### config.mk
export PLATFORM = sky130hd
export DESIGN_NAME = axi_reg_slave
export DESIGN_NICKNAME = d
export VERILOG_FILES = /design/src/source/axi_reg_pkg.sv /design/src/source/reg_addr_decode.sv /design/src/source/axi_read_channel.sv /design/src/source/axi_write_channel.sv /design/src/source/reg_file_store.sv /design/src/source/axi_reg_slave.sv
export VERILOG_INCLUDE_DIRS = /design/src /design/src/source
export SDC_FILE = /design/constraint.sdc
export NUM_CORES = 1
export LEC_CHECK = 0
export ABC_CLOCK_PERIOD_IN_PS = 5400
export BUFFER_PORTS_ARGS = -buffer_cell sky130_fd_sc_hd__buf_2
export CAP_MARGIN = 20
export CORE_AREA = 2 2 134 188
export CTS_CLUSTER_DIAMETER = 80
export DETAILED_ROUTE_END_ITERATION = 10
export DIE_AREA = 0 0 136 190
export GPL_TIMING_DRIVEN = 0
export PLACE_DENSITY = 0.88
export SLEW_MARGIN = 10
export SYNTH_ARGS = -nofsm -noshare
export SYNTH_HDL_FRONTEND = slang
export SYNTH_SLANG_ARGS = --single-unit
### constraint.sdc
create_clock -name clk -period 5.4 [get_ports clk]
set_input_delay 0.81 -clock clk [delete_from_list [all_inputs] [get_ports clk]]
set_output_delay 0.81 -clock clk [all_outputs]
set_load 0.02 [all_outputs]
### src/source/axi_reg_consts.svh
//----------------------------------------
// widths and register count of the slave
// base address and register offsets
// register indices and the version word
//----------------------------------------
`ifndef AXI_REG_CONSTS_SVH
`define AXI_REG_CONSTS_SVH

// bus widths
`define AXI_REG_ADDR_WIDTH 32
`define AXI_REG_DATA_WIDTH 32

// register file size, control words exported to hardware
`define AXI_REG_NUM_REGS 8
`define AXI_REG_NUM_CTRL 4

// address map, registers sit one word apart from the base
`define AXI_REG_BASE_ADDR 32'h4000_0000
`define AXI_REG_STRIDE 4

// register indices past the control block
`define AXI_REG_IDX_CMD 4
`define AXI_REG_IDX_STROBE 5
`define AXI_REG_IDX_STATUS 6
`define AXI_REG_IDX_VERSION 7

// byte offsets from the base address
`define AXI_REG_OFFS_CTRL0 32'h0000_0000
`define AXI_REG_OFFS_CMD 32'h0000_0010
`define AXI_REG_OFFS_STROBE 32'h0000_0014
`define AXI_REG_OFFS_STATUS 32'h0000_0018
`define AXI_REG_OFFS_VERSION 32'h0000_001c

// constant returned by the version register
`define AXI_REG_VERSION 32'h0001_0203

`endif

### src/source/axi_reg_pkg.sv
//----------------------------------------
// response code enum
// register index and word types
// register map entry and map lookup
//----------------------------------------
`include "axi_reg_consts.svh"

package axi_reg_pkg;

    // only the two codes this slave can answer with
    typedef enum logic [1:0] {
        RESP_OKAY   = 2'b00,
        RESP_SLVERR = 2'b10
    } axi_resp_t;

    typedef logic [$clog2(`AXI_REG_NUM_REGS)-1:0] reg_id_t;
    typedef logic [`AXI_REG_DATA_WIDTH-1:0]       reg_word_t;

    // behavior flags of one register
    typedef struct packed {
        logic memory_mapped;
        logic trigger_on_write;
        logic clear_on_read;
        logic read_only_const;
    } reg_map_entry_t;

    //----------------------------------------
    // map lookup
    //----------------------------------------
    // returns the hit bit, index and entry through the output arguments
    function automatic logic reg_map_lookup(
        input  logic [`AXI_REG_ADDR_WIDTH-1:0] addr,
        output reg_id_t                        id,
        output reg_map_entry_t                 entry
    );
        logic [`AXI_REG_ADDR_WIDTH-1:0] offset;
        logic                           hit;
        offset = addr - `AXI_REG_BASE_ADDR;
        // misaligned or past the last register is unmapped
        hit    = (offset[1:0] == 2'b00) &&
                 (offset < `AXI_REG_NUM_REGS * `AXI_REG_STRIDE);
        id     = offset[$clog2(`AXI_REG_NUM_REGS)+1:2];
        entry  = '0;
        case (id)
            `AXI_REG_IDX_CMD: begin
                entry.memory_mapped    = 1'b1;
                entry.trigger_on_write = 1'b1;
            end
            // strobe keeps no storage
            `AXI_REG_IDX_STROBE:  entry.trigger_on_write = 1'b1;
            `AXI_REG_IDX_STATUS:  entry.clear_on_read    = 1'b1;
            `AXI_REG_IDX_VERSION: entry.read_only_const  = 1'b1;
            // plain control words
            default:              entry.memory_mapped    = 1'b1;
        endcase
        return hit;
    endfunction

endpackage

### src/source/reg_addr_decode.sv
//----------------------------------------
// registered address decode stage
// one instance per channel
//----------------------------------------
`timescale 1ns/1ps
`include "axi_reg_consts.svh"

module reg_addr_decode
    import axi_reg_pkg::*;
(
    input  logic                           clk,
    input  logic                           rst_n,
    input  logic                           load,
    input  logic [`AXI_REG_ADDR_WIDTH-1:0] addr,
    output logic                           hit,
    output reg_id_t                        id,
    output reg_map_entry_t                 entry
);

    // combinational map compare, kept off the data path by the register below
    logic           lookup_hit;
    reg_id_t        lookup_id;
    reg_map_entry_t lookup_entry;

    always_comb begin
        lookup_hit = reg_map_lookup(addr, lookup_id, lookup_entry);
    end

    // hit is the only bit a channel may see outside a transfer
    always_ff @(posedge clk) begin
        if (!rst_n) begin
            hit <= 1'b0;
        end else if (load) begin
            hit <= lookup_hit;
        end
    end

    // index and flags only matter together with hit
    always_ff @(posedge clk) begin
        if (load) begin
            id    <= lookup_id;
            entry <= lookup_entry;
        end
    end

endmodule

### src/source/axi_read_channel.sv
//----------------------------------------
// AXI4-Lite read channel
// ready, fetch, valid FSM
// response select and clear-on-read request
//----------------------------------------
`timescale 1ns/1ps
`include "axi_reg_consts.svh"

module axi_read_channel
    import axi_reg_pkg::*;
(
    input  logic                           clk,
    input  logic                           rst_n,
    input  logic [`AXI_REG_ADDR_WIDTH-1:0] araddr,
    input  logic                           arvalid,
    output logic                           arready,
    output reg_word_t                      rdata,
    output axi_resp_t                      rresp,
    output logic                           rvalid,
    input  logic                           rready,
    input  reg_word_t                      read_values [`AXI_REG_NUM_REGS],
    output logic                           clear_req,
    output reg_id_t                        clear_id
);

    localparam logic [1:0] ST_READY = 2'd0;
    localparam logic [1:0] ST_FETCH = 2'd1;
    localparam logic [1:0] ST_VALID = 2'd2;

    logic [1:0]     state;
    logic [1:0]     state_next;
    logic           ar_hs;
    logic           dec_hit;
    reg_id_t        dec_id;
    reg_map_entry_t dec_entry;
    logic           is_strobe;

    assign arready = (state == ST_READY);
    assign rvalid  = (state == ST_VALID);
    assign ar_hs   = arvalid & arready;

    // address registered on the AR handshake, result ready in fetch
    reg_addr_decode u_decode (
        .clk   (clk),
        .rst_n (rst_n),
        .load  (ar_hs),
        .addr  (araddr),
        .hit   (dec_hit),
        .id    (dec_id),
        .entry (dec_entry)
    );

    //----------------------------------------
    // FSM
    //----------------------------------------
    always_ff @(posedge clk) begin
        if (!rst_n) begin
            state <= ST_READY;
        end else begin
            state <= state_next;
        end
    end

    always_comb begin
        state_next = state;
        case (state)
            ST_READY: if (ar_hs) state_next = ST_FETCH;
            // single fetch cycle, no wait
            ST_FETCH: state_next = ST_VALID;
            ST_VALID: if (rready) state_next = ST_READY;
            default:  state_next = ST_READY;
        endcase
    end

    //----------------------------------------
    // fetch
    //----------------------------------------
    // strobe register has nothing stored behind it
    assign is_strobe = dec_entry.trigger_on_write & ~dec_entry.memory_mapped;

    // data and response held stable through the valid state
    always_ff @(posedge clk) begin
        if (state == ST_FETCH) begin
            rdata    <= (dec_hit && !is_strobe) ? read_values[dec_id] : '0;
            rresp    <= dec_hit ? RESP_OKAY : RESP_SLVERR;
            clear_id <= dec_id;
        end
    end

    // clear lands in the register file one cycle after rdata is captured
    always_ff @(posedge clk) begin
        if (!rst_n) begin
            clear_req <= 1'b0;
        end else begin
            clear_req <= (state == ST_FETCH) && dec_hit && dec_entry.clear_on_read;
        end
    end

    // read data must wait for the master
    assert property (@(posedge clk) disable iff (!rst_n)
        rvalid && !rready |=> rvalid && $stable(rdata) && $stable(rresp));

endmodule

### src/source/axi_write_channel.sv
//----------------------------------------
// AXI4-Lite write channel
// ready, decode, data, response FSM
// write request and trigger pulses
//----------------------------------------
`timescale 1ns/1ps
`include "axi_reg_consts.svh"

module axi_write_channel
    import axi_reg_pkg::*;
(
    input  logic                           clk,
    input  logic                           rst_n,
    input  logic [`AXI_REG_ADDR_WIDTH-1:0] awaddr,
    input  logic                           awvalid,
    output logic                           awready,
    input  reg_word_t                      wdata,
    input  logic                           wvalid,
    output logic                           wready,
    output axi_resp_t                      bresp,
    output logic                           bvalid,
    input  logic                           bready,
    output logic                           write_req,
    output reg_id_t                        write_id,
    output reg_word_t                      write_data,
    output logic [`AXI_REG_NUM_REGS-1:0]   write_trigger
);

    localparam logic [1:0] ST_READY  = 2'd0;
    localparam logic [1:0] ST_DECODE = 2'd1;
    localparam logic [1:0] ST_DATA   = 2'd2;
    localparam logic [1:0] ST_RESP   = 2'd3;

    logic [1:0]     state;
    logic [1:0]     state_next;
    logic           aw_hs;
    logic           w_hs;
    logic           dec_hit;
    reg_id_t        dec_id;
    reg_map_entry_t dec_entry;

    assign awready = (state == ST_READY);
    assign wready  = (state == ST_DATA);
    assign bvalid  = (state == ST_RESP);
    assign aw_hs   = awvalid & awready;
    assign w_hs    = wvalid & wready;

    // unmapped writes are dropped silently, so the answer is always OKAY
    assign bresp = RESP_OKAY;

    reg_addr_decode u_decode (
        .clk   (clk),
        .rst_n (rst_n),
        .load  (aw_hs),
        .addr  (awaddr),
        .hit   (dec_hit),
        .id    (dec_id),
        .entry (dec_entry)
    );

    //----------------------------------------
    // FSM
    //----------------------------------------
    always_ff @(posedge clk) begin
        if (!rst_n) begin
            state <= ST_READY;
        end else begin
            state <= state_next;
        end
    end

    // wready waits for the AW handshake plus the decode cycle
    always_comb begin
        state_next = state;
        case (state)
            ST_READY:  if (aw_hs) state_next = ST_DECODE;
            ST_DECODE: state_next = ST_DATA;
            ST_DATA:   if (w_hs) state_next = ST_RESP;
            ST_RESP:   if (bready) state_next = ST_READY;
            default:   state_next = ST_READY;
        endcase
    end

    //----------------------------------------
    // write request
    //----------------------------------------
    always_ff @(posedge clk) begin
        if (w_hs) begin
            write_id   <= dec_id;
            write_data <= wdata;
        end
    end

    // request and trigger are single-cycle pulses after the W handshake
    always_ff @(posedge clk) begin
        if (!rst_n) begin
            write_req     <= 1'b0;
            write_trigger <= '0;
        end else begin
            write_req     <= w_hs && dec_hit && dec_entry.memory_mapped;
            write_trigger <= '0;
            if (w_hs && dec_hit && dec_entry.trigger_on_write) begin
                write_trigger[dec_id] <= 1'b1;
            end
        end
    end

    // a trigger is a single line held for one cycle of the response phase
    assert property (@(posedge clk) disable iff (!rst_n)
        write_trigger != '0 |-> $onehot(write_trigger) && bvalid ##1 write_trigger == '0);

endmodule

### src/source/reg_file_store.sv
//----------------------------------------
// register storage
// write over clear arbitration
// sticky status bits and read-out
//----------------------------------------
`timescale 1ns/1ps
`include "axi_reg_consts.svh"

module reg_file_store
    import axi_reg_pkg::*;
(
    input  logic      clk,
    input  logic      rst_n,
    input  logic      write_req,
    input  reg_id_t   write_id,
    input  reg_word_t write_data,
    input  logic      clear_req,
    input  reg_id_t   clear_id,
    input  reg_word_t hw_set,
    output reg_word_t read_values [`AXI_REG_NUM_REGS],
    output reg_word_t ctrl_out [`AXI_REG_NUM_CTRL]
);

    // stored words are the control block plus the command register
    localparam int NUM_STORED = `AXI_REG_IDX_CMD + 1;

    reg_word_t data_q [NUM_STORED];
    reg_word_t status_q;
    logic      status_clear;

    //----------------------------------------
    // storage
    //----------------------------------------
    // bus write beats a clear to the same word
    always_ff @(posedge clk) begin
        if (!rst_n) begin
            for (int i = 0; i < NUM_STORED; i++) begin
                data_q[i] <= '0;
            end
        end else begin
            for (int i = 0; i < NUM_STORED; i++) begin
                if (write_req && write_id == reg_id_t'(i)) begin
                    data_q[i] <= write_data;
                end else if (clear_req && clear_id == reg_id_t'(i)) begin
                    data_q[i] <= '0;
                end
            end
        end
    end

    assign status_clear = clear_req && (clear_id == reg_id_t'(`AXI_REG_IDX_STATUS));

    // hardware set bits survive a clear in the same cycle
    always_ff @(posedge clk) begin
        if (!rst_n) begin
            status_q <= '0;
        end else begin
            status_q <= (status_clear ? '0 : status_q) | hw_set;
        end
    end

    //----------------------------------------
    // read-out
    //----------------------------------------
    always_comb begin
        for (int i = 0; i < NUM_STORED; i++) begin
            read_values[i] = data_q[i];
        end
        read_values[`AXI_REG_IDX_STROBE]  = '0;
        read_values[`AXI_REG_IDX_STATUS]  = status_q;
        // version is a constant, no flops behind it
        read_values[`AXI_REG_IDX_VERSION] = `AXI_REG_VERSION;
    end

    always_comb begin
        for (int i = 0; i < `AXI_REG_NUM_CTRL; i++) begin
            ctrl_out[i] = data_q[i];
        end
    end

    // write channel must never forward a write to status or version
    assert property (@(posedge clk) disable iff (!rst_n)
        write_req |-> (write_id != reg_id_t'(`AXI_REG_IDX_STATUS)) &&
                      (write_id != reg_id_t'(`AXI_REG_IDX_VERSION)));

endmodule

### src/source/axi_reg_slave.sv
//----------------------------------------
// AXI4-Lite register slave top level
// read and write channels, register file
//----------------------------------------
`timescale 1ns/1ps
`include "axi_reg_consts.svh"

module axi_reg_slave
    import axi_reg_pkg::*;
(
    input  logic                           clk,
    input  logic                           rst_n,
    // read address and data
    input  logic [`AXI_REG_ADDR_WIDTH-1:0] araddr,
    input  logic                           arvalid,
    output logic                           arready,
    output reg_word_t                      rdata,
    output axi_resp_t                      rresp,
    output logic                           rvalid,
    input  logic                           rready,
    // write address, data and response
    input  logic [`AXI_REG_ADDR_WIDTH-1:0] awaddr,
    input  logic                           awvalid,
    output logic                           awready,
    input  reg_word_t                      wdata,
    input  logic                           wvalid,
    output logic                           wready,
    output axi_resp_t                      bresp,
    output logic                           bvalid,
    input  logic                           bready,
    // hardware side
    input  reg_word_t                      hw_set,
    output logic [`AXI_REG_NUM_REGS-1:0]   write_trigger,
    output reg_word_t                      ctrl_out [`AXI_REG_NUM_CTRL]
);

    // requests from the channels into the register file
    logic      clear_req;
    reg_id_t   clear_id;
    logic      write_req;
    reg_id_t   write_id;
    reg_word_t write_data;
    reg_word_t read_values [`AXI_REG_NUM_REGS];

    // channels run independently, one read and one write may overlap
    axi_read_channel u_read (
        .clk         (clk),
        .rst_n       (rst_n),
        .araddr      (araddr),
        .arvalid     (arvalid),
        .arready     (arready),
        .rdata       (rdata),
        .rresp       (rresp),
        .rvalid      (rvalid),
        .rready      (rready),
        .read_values (read_values),
        .clear_req   (clear_req),
        .clear_id    (clear_id)
    );

    axi_write_channel u_write (
        .clk           (clk),
        .rst_n         (rst_n),
        .awaddr        (awaddr),
        .awvalid       (awvalid),
        .awready       (awready),
        .wdata         (wdata),
        .wvalid        (wvalid),
        .wready        (wready),
        .bresp         (bresp),
        .bvalid        (bvalid),
        .bready        (bready),
        .write_req     (write_req),
        .write_id      (write_id),
        .write_data    (write_data),
        .write_trigger (write_trigger)
    );

    reg_file_store u_store (
        .clk         (clk),
        .rst_n       (rst_n),
        .write_req   (write_req),
        .write_id    (write_id),
        .write_data  (write_data),
        .clear_req   (clear_req),
        .clear_id    (clear_id),
        .hw_set      (hw_set),
        .read_values (read_values),
        .ctrl_out    (ctrl_out)
    );

endmodule

Word level (Yosys, flattened, before mapping)
Memories as Yosys holds them, arrays and structs flattened. Cells that the tools add are included.

Latch bits: 0. Memory bits (read-only): 0. Memory bits (writable): 160. Memories: 1. Output and inout port bits: 177. Bits of input ports: 135. Register bits after elaboration: 131.

Bitwise gates (word level): 17. Div/mod/pow operators: 0. Shift-type cells: 0. $mul: 0. Mux-type cells: 65. Reduce and logical (&&, ||, !) cells: 34. Add/subtract/negate cells: 2. Eq/ne operators: 27. Order comparisons: 5.

Memory list: u_store.data_q (depth 5, bits a word 32, read ports 5, clocked after Yosys merged registers in 0, write ports 5, RTL line reg_file_store.sv:27) `reg_word_t data_q [NUM_STORED];`.

Operators by type and width (count): $mux W32 (13); $bmux W32 S3 (1); $lt A32 B6 Y1 const B (2); $sub A32 B31 Y32 const B (2); $mux W1 (42); $eq A3 B3 Y1 const B (11); $or A32 B32 Y32 (1); $logic_and A1 B1 Y1 (20); $eq A3 B2 Y1 const B (4); $mux W2 (6); $or A1 B1 Y1 (10); $logic_not A2 Y1 (4); $pmux W2 S4 (1); $eq A2 B2 Y1 const B (3); $eq A3 B1 Y1 const B (2); $logic_not A3 Y1 (2); $ne A2 B2 Y1 const B (3); $pmux W2 S3 (1); $reduce_or A3 Y1 (2); $and A1 B1 Y1 (4); $eq A2 B1 Y1 const B (2); $ge A4 B4 Y1 const B (1); $lt A3 B4 Y1 const B (1); $ne A2 B1 Y1 const B (2); other kinds (8) (10).

Depth between registers and ports, before layout
Depth in word-level cells: 7. Depth in mapped cells: 6. Mapped depth without buffers: 5.

Modules after synthesis
A second synthesis with hierarchy kept.

Cell total of the unflattened synthesis: 1117. Area total of the unflattened synthesis: 14878.0 µm².

Modules (own cells, without submodules): reg_file_store (instances 1, cells each 812, area an instance 9441.6 µm²); axi_read_channel (instances 1, cells each 171, area an instance 3246.9 µm²); axi_write_channel (instances 1, cells each 82, area an instance 1503.9 µm²); reg_addr_decode (instances 2, cells each 26, area an instance 342.8 µm²).

Least setup slack after synthesis
OpenSTA, ideal clock, no wires.

Path type: input-to-reg. Start: input rst_n. End: memory u_store.data_q[1][0] in the netlist's numbering, enable pin. Buffers on the path: 1. Arrival: 3.469 ns. Setup slack: 1.465 ns. Stages on the path: 3. Cell sequence: buf_4 nand4b_2 o21ai_0.

RTL lines: from (decl) (RTL line axi_reg_slave.sv:12) `input logic rst_n,`; to (decl) (RTL line reg_file_store.sv:27).

==> metrics.md <==
| Metric | Value |
|---|---|
| Overall power | `4960 uW` |
| Count leader, synth | `edfxtp_1` |
| Post-synth EDFFs | `210` |
| Layout cell share with drive strength beyond 1 | `50.4%` |
| CTS Buffer Depth | `3` |
| CTS tree | `built` |
| IO Port Bufs | `308` |
| Most used DFF post-synth | `edfxtp_1` |
| Max Clock Freq | `417 MHz` |
| DRC Markers | `0` |
| Clk_skew | `0.0276 ns` |
| Critical-path maximum fanout | `18` |
| # fillers | `1713` |
| GRT Util Overall | `32.0%` |
| Die ar. | `25800 sq um` |
| Congestion Overflow GR | `0` |
| Via Count | `10500` |
| Relative slew slack | `43.5%` |
| Standard-cell rows | `68` |
| Crit path required time | `5.63 ns` |
| Pre-Repair DR Iteration Count | `5` |
| First-pass GRT wire length | `61200 microns` |
| Die X | `136 microns` |
| Status | `finished clean` |
| Area grow syn2layout | `21.0%` |
| Avg WL per Cell | `24.0 microns` |
| Seq/Total Area, Yosys | `56.5%` |
| Clock latency on the worst-skew pair | `0.55 ns` |
| Maximum VDD drop | `0.254 mV` |
| CP delay by family, top | `buffers and inverters` |
| Post-synth top area cell | `edfxtp_1` |
| Mapped Cells | `1065` |
| H-tree lvl count | `1` |
| CP max stage cell | `clkbuf_1` |
| Ranking of synthesized cells by area | `edfxtp_1 (45%), dfxtp_1 (11%), a211oi_2 (9.4%)` |
| Logic pwr share | `12.1%` |
| Post-synth ARST share | `0%` |
| Top cells by count, synth | `edfxtp_1 (210), buf_4 (132), a211oi_2 (105), nor2_1 (82), dfxtp_1 (80)` |
| PwrDens | `293 nW/um^2` |
| Clock sinks | `290` |
| Cell count after placement | `1696` |
| Max cap viols | `0` |
| Pint | `3710 uW` |
| Startpoint types | `primary input` |
| Wirelength, routed | `~42000 microns` |
| Clk pwr share | `35.6%` |
| RSZ-0062 raised after global routing | `no` |
| WP buf/inv | `5` |
| Hold-fix buffers, CTS | `0` |
| # IOs | `312` |
| Post-DP HPWL | `29600 microns` |
| Crit path cell chain | `buf_2 -> buf_4 -> inv_1 -> clkbuf_1 -> nor2_1 -> o21ai_4 -> buf_16` |
| Switch share | `25.2%` |
| Mapped cell area | `approximately 14000 sq um` |
| Max-slew violation count | `0` |
| Ys Warns | `0` |
| Resize count post-CTS | `0` |
| Switching power | `1250 uW` |
| Final hold violations | `0` |
| Nets | `between 1500 and 2000` |
| Crit-path max cell delay | `0.57 ns` |
| Hold WS | `0.441 ns` |
| FF+latch count, synth | `290` |
| Initial antenna violation count | `1` |
| Share of power burned in registers | `52.3%` |
| Critical Path Sink Type | `register` |
| Total CTS buffers | `26` |
| Number of vias per cell | `6.00` |
| Initial Utilization | `57.5%` |
| Final setup violating endpoints | `0` |
| Top cell type's share of synthesized area | `45.0%` |
| Cell leakage power | `0.00686 uW` |
| Post-route design area | `16900 sq um` |
| HP Class | `primary input to register` |
| Core Footprint | `24300 sq um` |
| Clock-pin slew on the worst setup and hold paths | `0.06 ns` |
| Setup TNS | `0 ns` |
| Largest net degree at the start of global routing | `26` |
| Syn avg cell area | `13.1 sq um` |
| Final period util | `44.4%` |
| Synth unique cells | `50` |
| Fin crit period | `2.40 ns` |
| Ant diodes | `0` |
| Vias in the first global route | `10600` |
| Die height | `190 microns` |
| Root buffer cell | `clkbuf_16` |
| Setup Buffers After CTS | `0` |
| Placed Area | `16100 sq um` |
| Non-Filler Instances | `roughly 1700` |
| Post-route ant nets | `0` |
| Initial DRC Count | `about 1100` |
| Crit Path Category | `primary input to register` |
| Worst-margin pin slew | `approximately 0.85 ns` |
| Placer congestion estimate | `0.871` |
| Arr. time, crit path | `between 2 and 3 ns` |
stage by stage:
step | util, % | setup WS, ns
2_1_floorplan | - | 1.46
3_3_place_gp | 65.5 | -0.729
3_5_place_dp | 66.4 | 2.49
4_1_cts | 69.6 | 3.03
5_1_grt | 69.6 | 2.95
6_report | 69.6 | 3.00
cell type report:
cell class                      instances  area [sq um]  share of cell area [%]
Timing Repair Buffer                  315          1700                    10.0
Multi-Input combinational cell        524          4410                    26.0
Tap cell                              315           394                    2.33
Clock buffer                           41           758                    4.48
Clock inverter                          7          30.0                   0.177
Inverter                               42           158                   0.931
Sequential cell                       290          7910                    46.7
Buffer                                211          1590                    9.36
cells in the final DEF (no fill, tap or decap), types with 3 or more instances in the layout:
master | netlist | layout
buf_16 | 0 | 4
clkinv_1 | 0 | 4
a211oi_1 | 25 | 25
o21ai_4 | 0 | 4
nor3_2 | 3 | 3
a21oi_1 | 66 | 66
ha_1 | 3 | 3
o21ai_0 | 7 | 3
conb_1 | 1 | 3
clkbuf_8 | 0 | 3
a22oi_1 | 28 | 28
buf_6 | 10 | 10
buf_4 | 132 | 132
buf_12 | 11 | 13
a211oi_2 | 105 | 105
clkbuf_16 | 0 | 27
nor4_1 | 10 | 10
inv_1 | 42 | 42
o21a_1 | 4 | 4
buf_2 | 36 | 345
mux2_2 | 28 | 28
nand4_1 | 4 | 4
nand2b_1 | 5 | 5
nor4b_1 | 4 | 4
nor2_1 | 82 | 82
nand3_1 | 5 | 5
clkbuf_1 | 20 | 31
edfxtp_1 | 210 | 210
dfxtp_1 | 80 | 80
clkinv_2 | 0 | 3
nor2b_1 | 5 | 4
nand2_1 | 70 | 70
nor3_1 | 7 | 7
mux4_2 | 32 | 32
cell families after synthesis:
group | synth area share (%)
adders and majority gates | 0.268
other | 0.0268
xor gates and xnor gates | 0.179
AOI/OAI and AO/OA | 16.0
muxes | 7.40
DFF | 56.5
and+or+nand+nor | 7.23
buffers and inverters | 12.5
power groups by stage:
stage,combinational (uW),sequential (uW),clock [uW]
2_1_floorplan,373,2610,0
5_1_grt,639,2600,1840
3_5_place_dp,593,2640,0
6_report,602,2590,1770
4_1_cts,598,2590,1770
3_3_place_gp,555,2640,0
final timing paths:
kind | end | depth (start not counted) | startpoint | slack, ns
worst min register to register | u_store.data_q[4][6] | 2 | u_store.data_q[4][6] | 0.46
worst min-delay path | u_write.write_data[30] | 1 | wdata[30] | 0.44
worst max-delay path | u_store.data_q[2][15] | 7 | rst_n | 3.00
worst max register to register | u_store.data_q[0][9] | 4 | u_read.clear_id[0] | 3.12
layer usage:
metal  track usage [%]  share of wire, %  vias to the layer above
met5                 0                 0                        -
met4              17.7               6.3                        0
met3              5.97               9.7                      196
met2              53.2                49                      757
met1              39.3                35                     5015
li1                  -                 -                     4496
registers in the layout, summed over array words and instances (netlist names), 3 cells and up:
signal and cells:
u_store.status_q 32, u_read.u_decode.id 3, u_read.clear_id 3, u_read.u_decode.entry 3, u_write.write_id 3, u_store.data_q 160
u_write.write_data 32, u_write.u_decode.id 3, u_read.rdata 32, u_write.write_trigger 8
worst reg2reg max path, stage by stage (launching register included):
cell and delay [ns]:
edfxtp_1 0.47, nand4bb_1 0.43, nor3_2 0.73, buf_6 0.28, a211oi_1 0.08
Power figures use the tool's default switching activity.
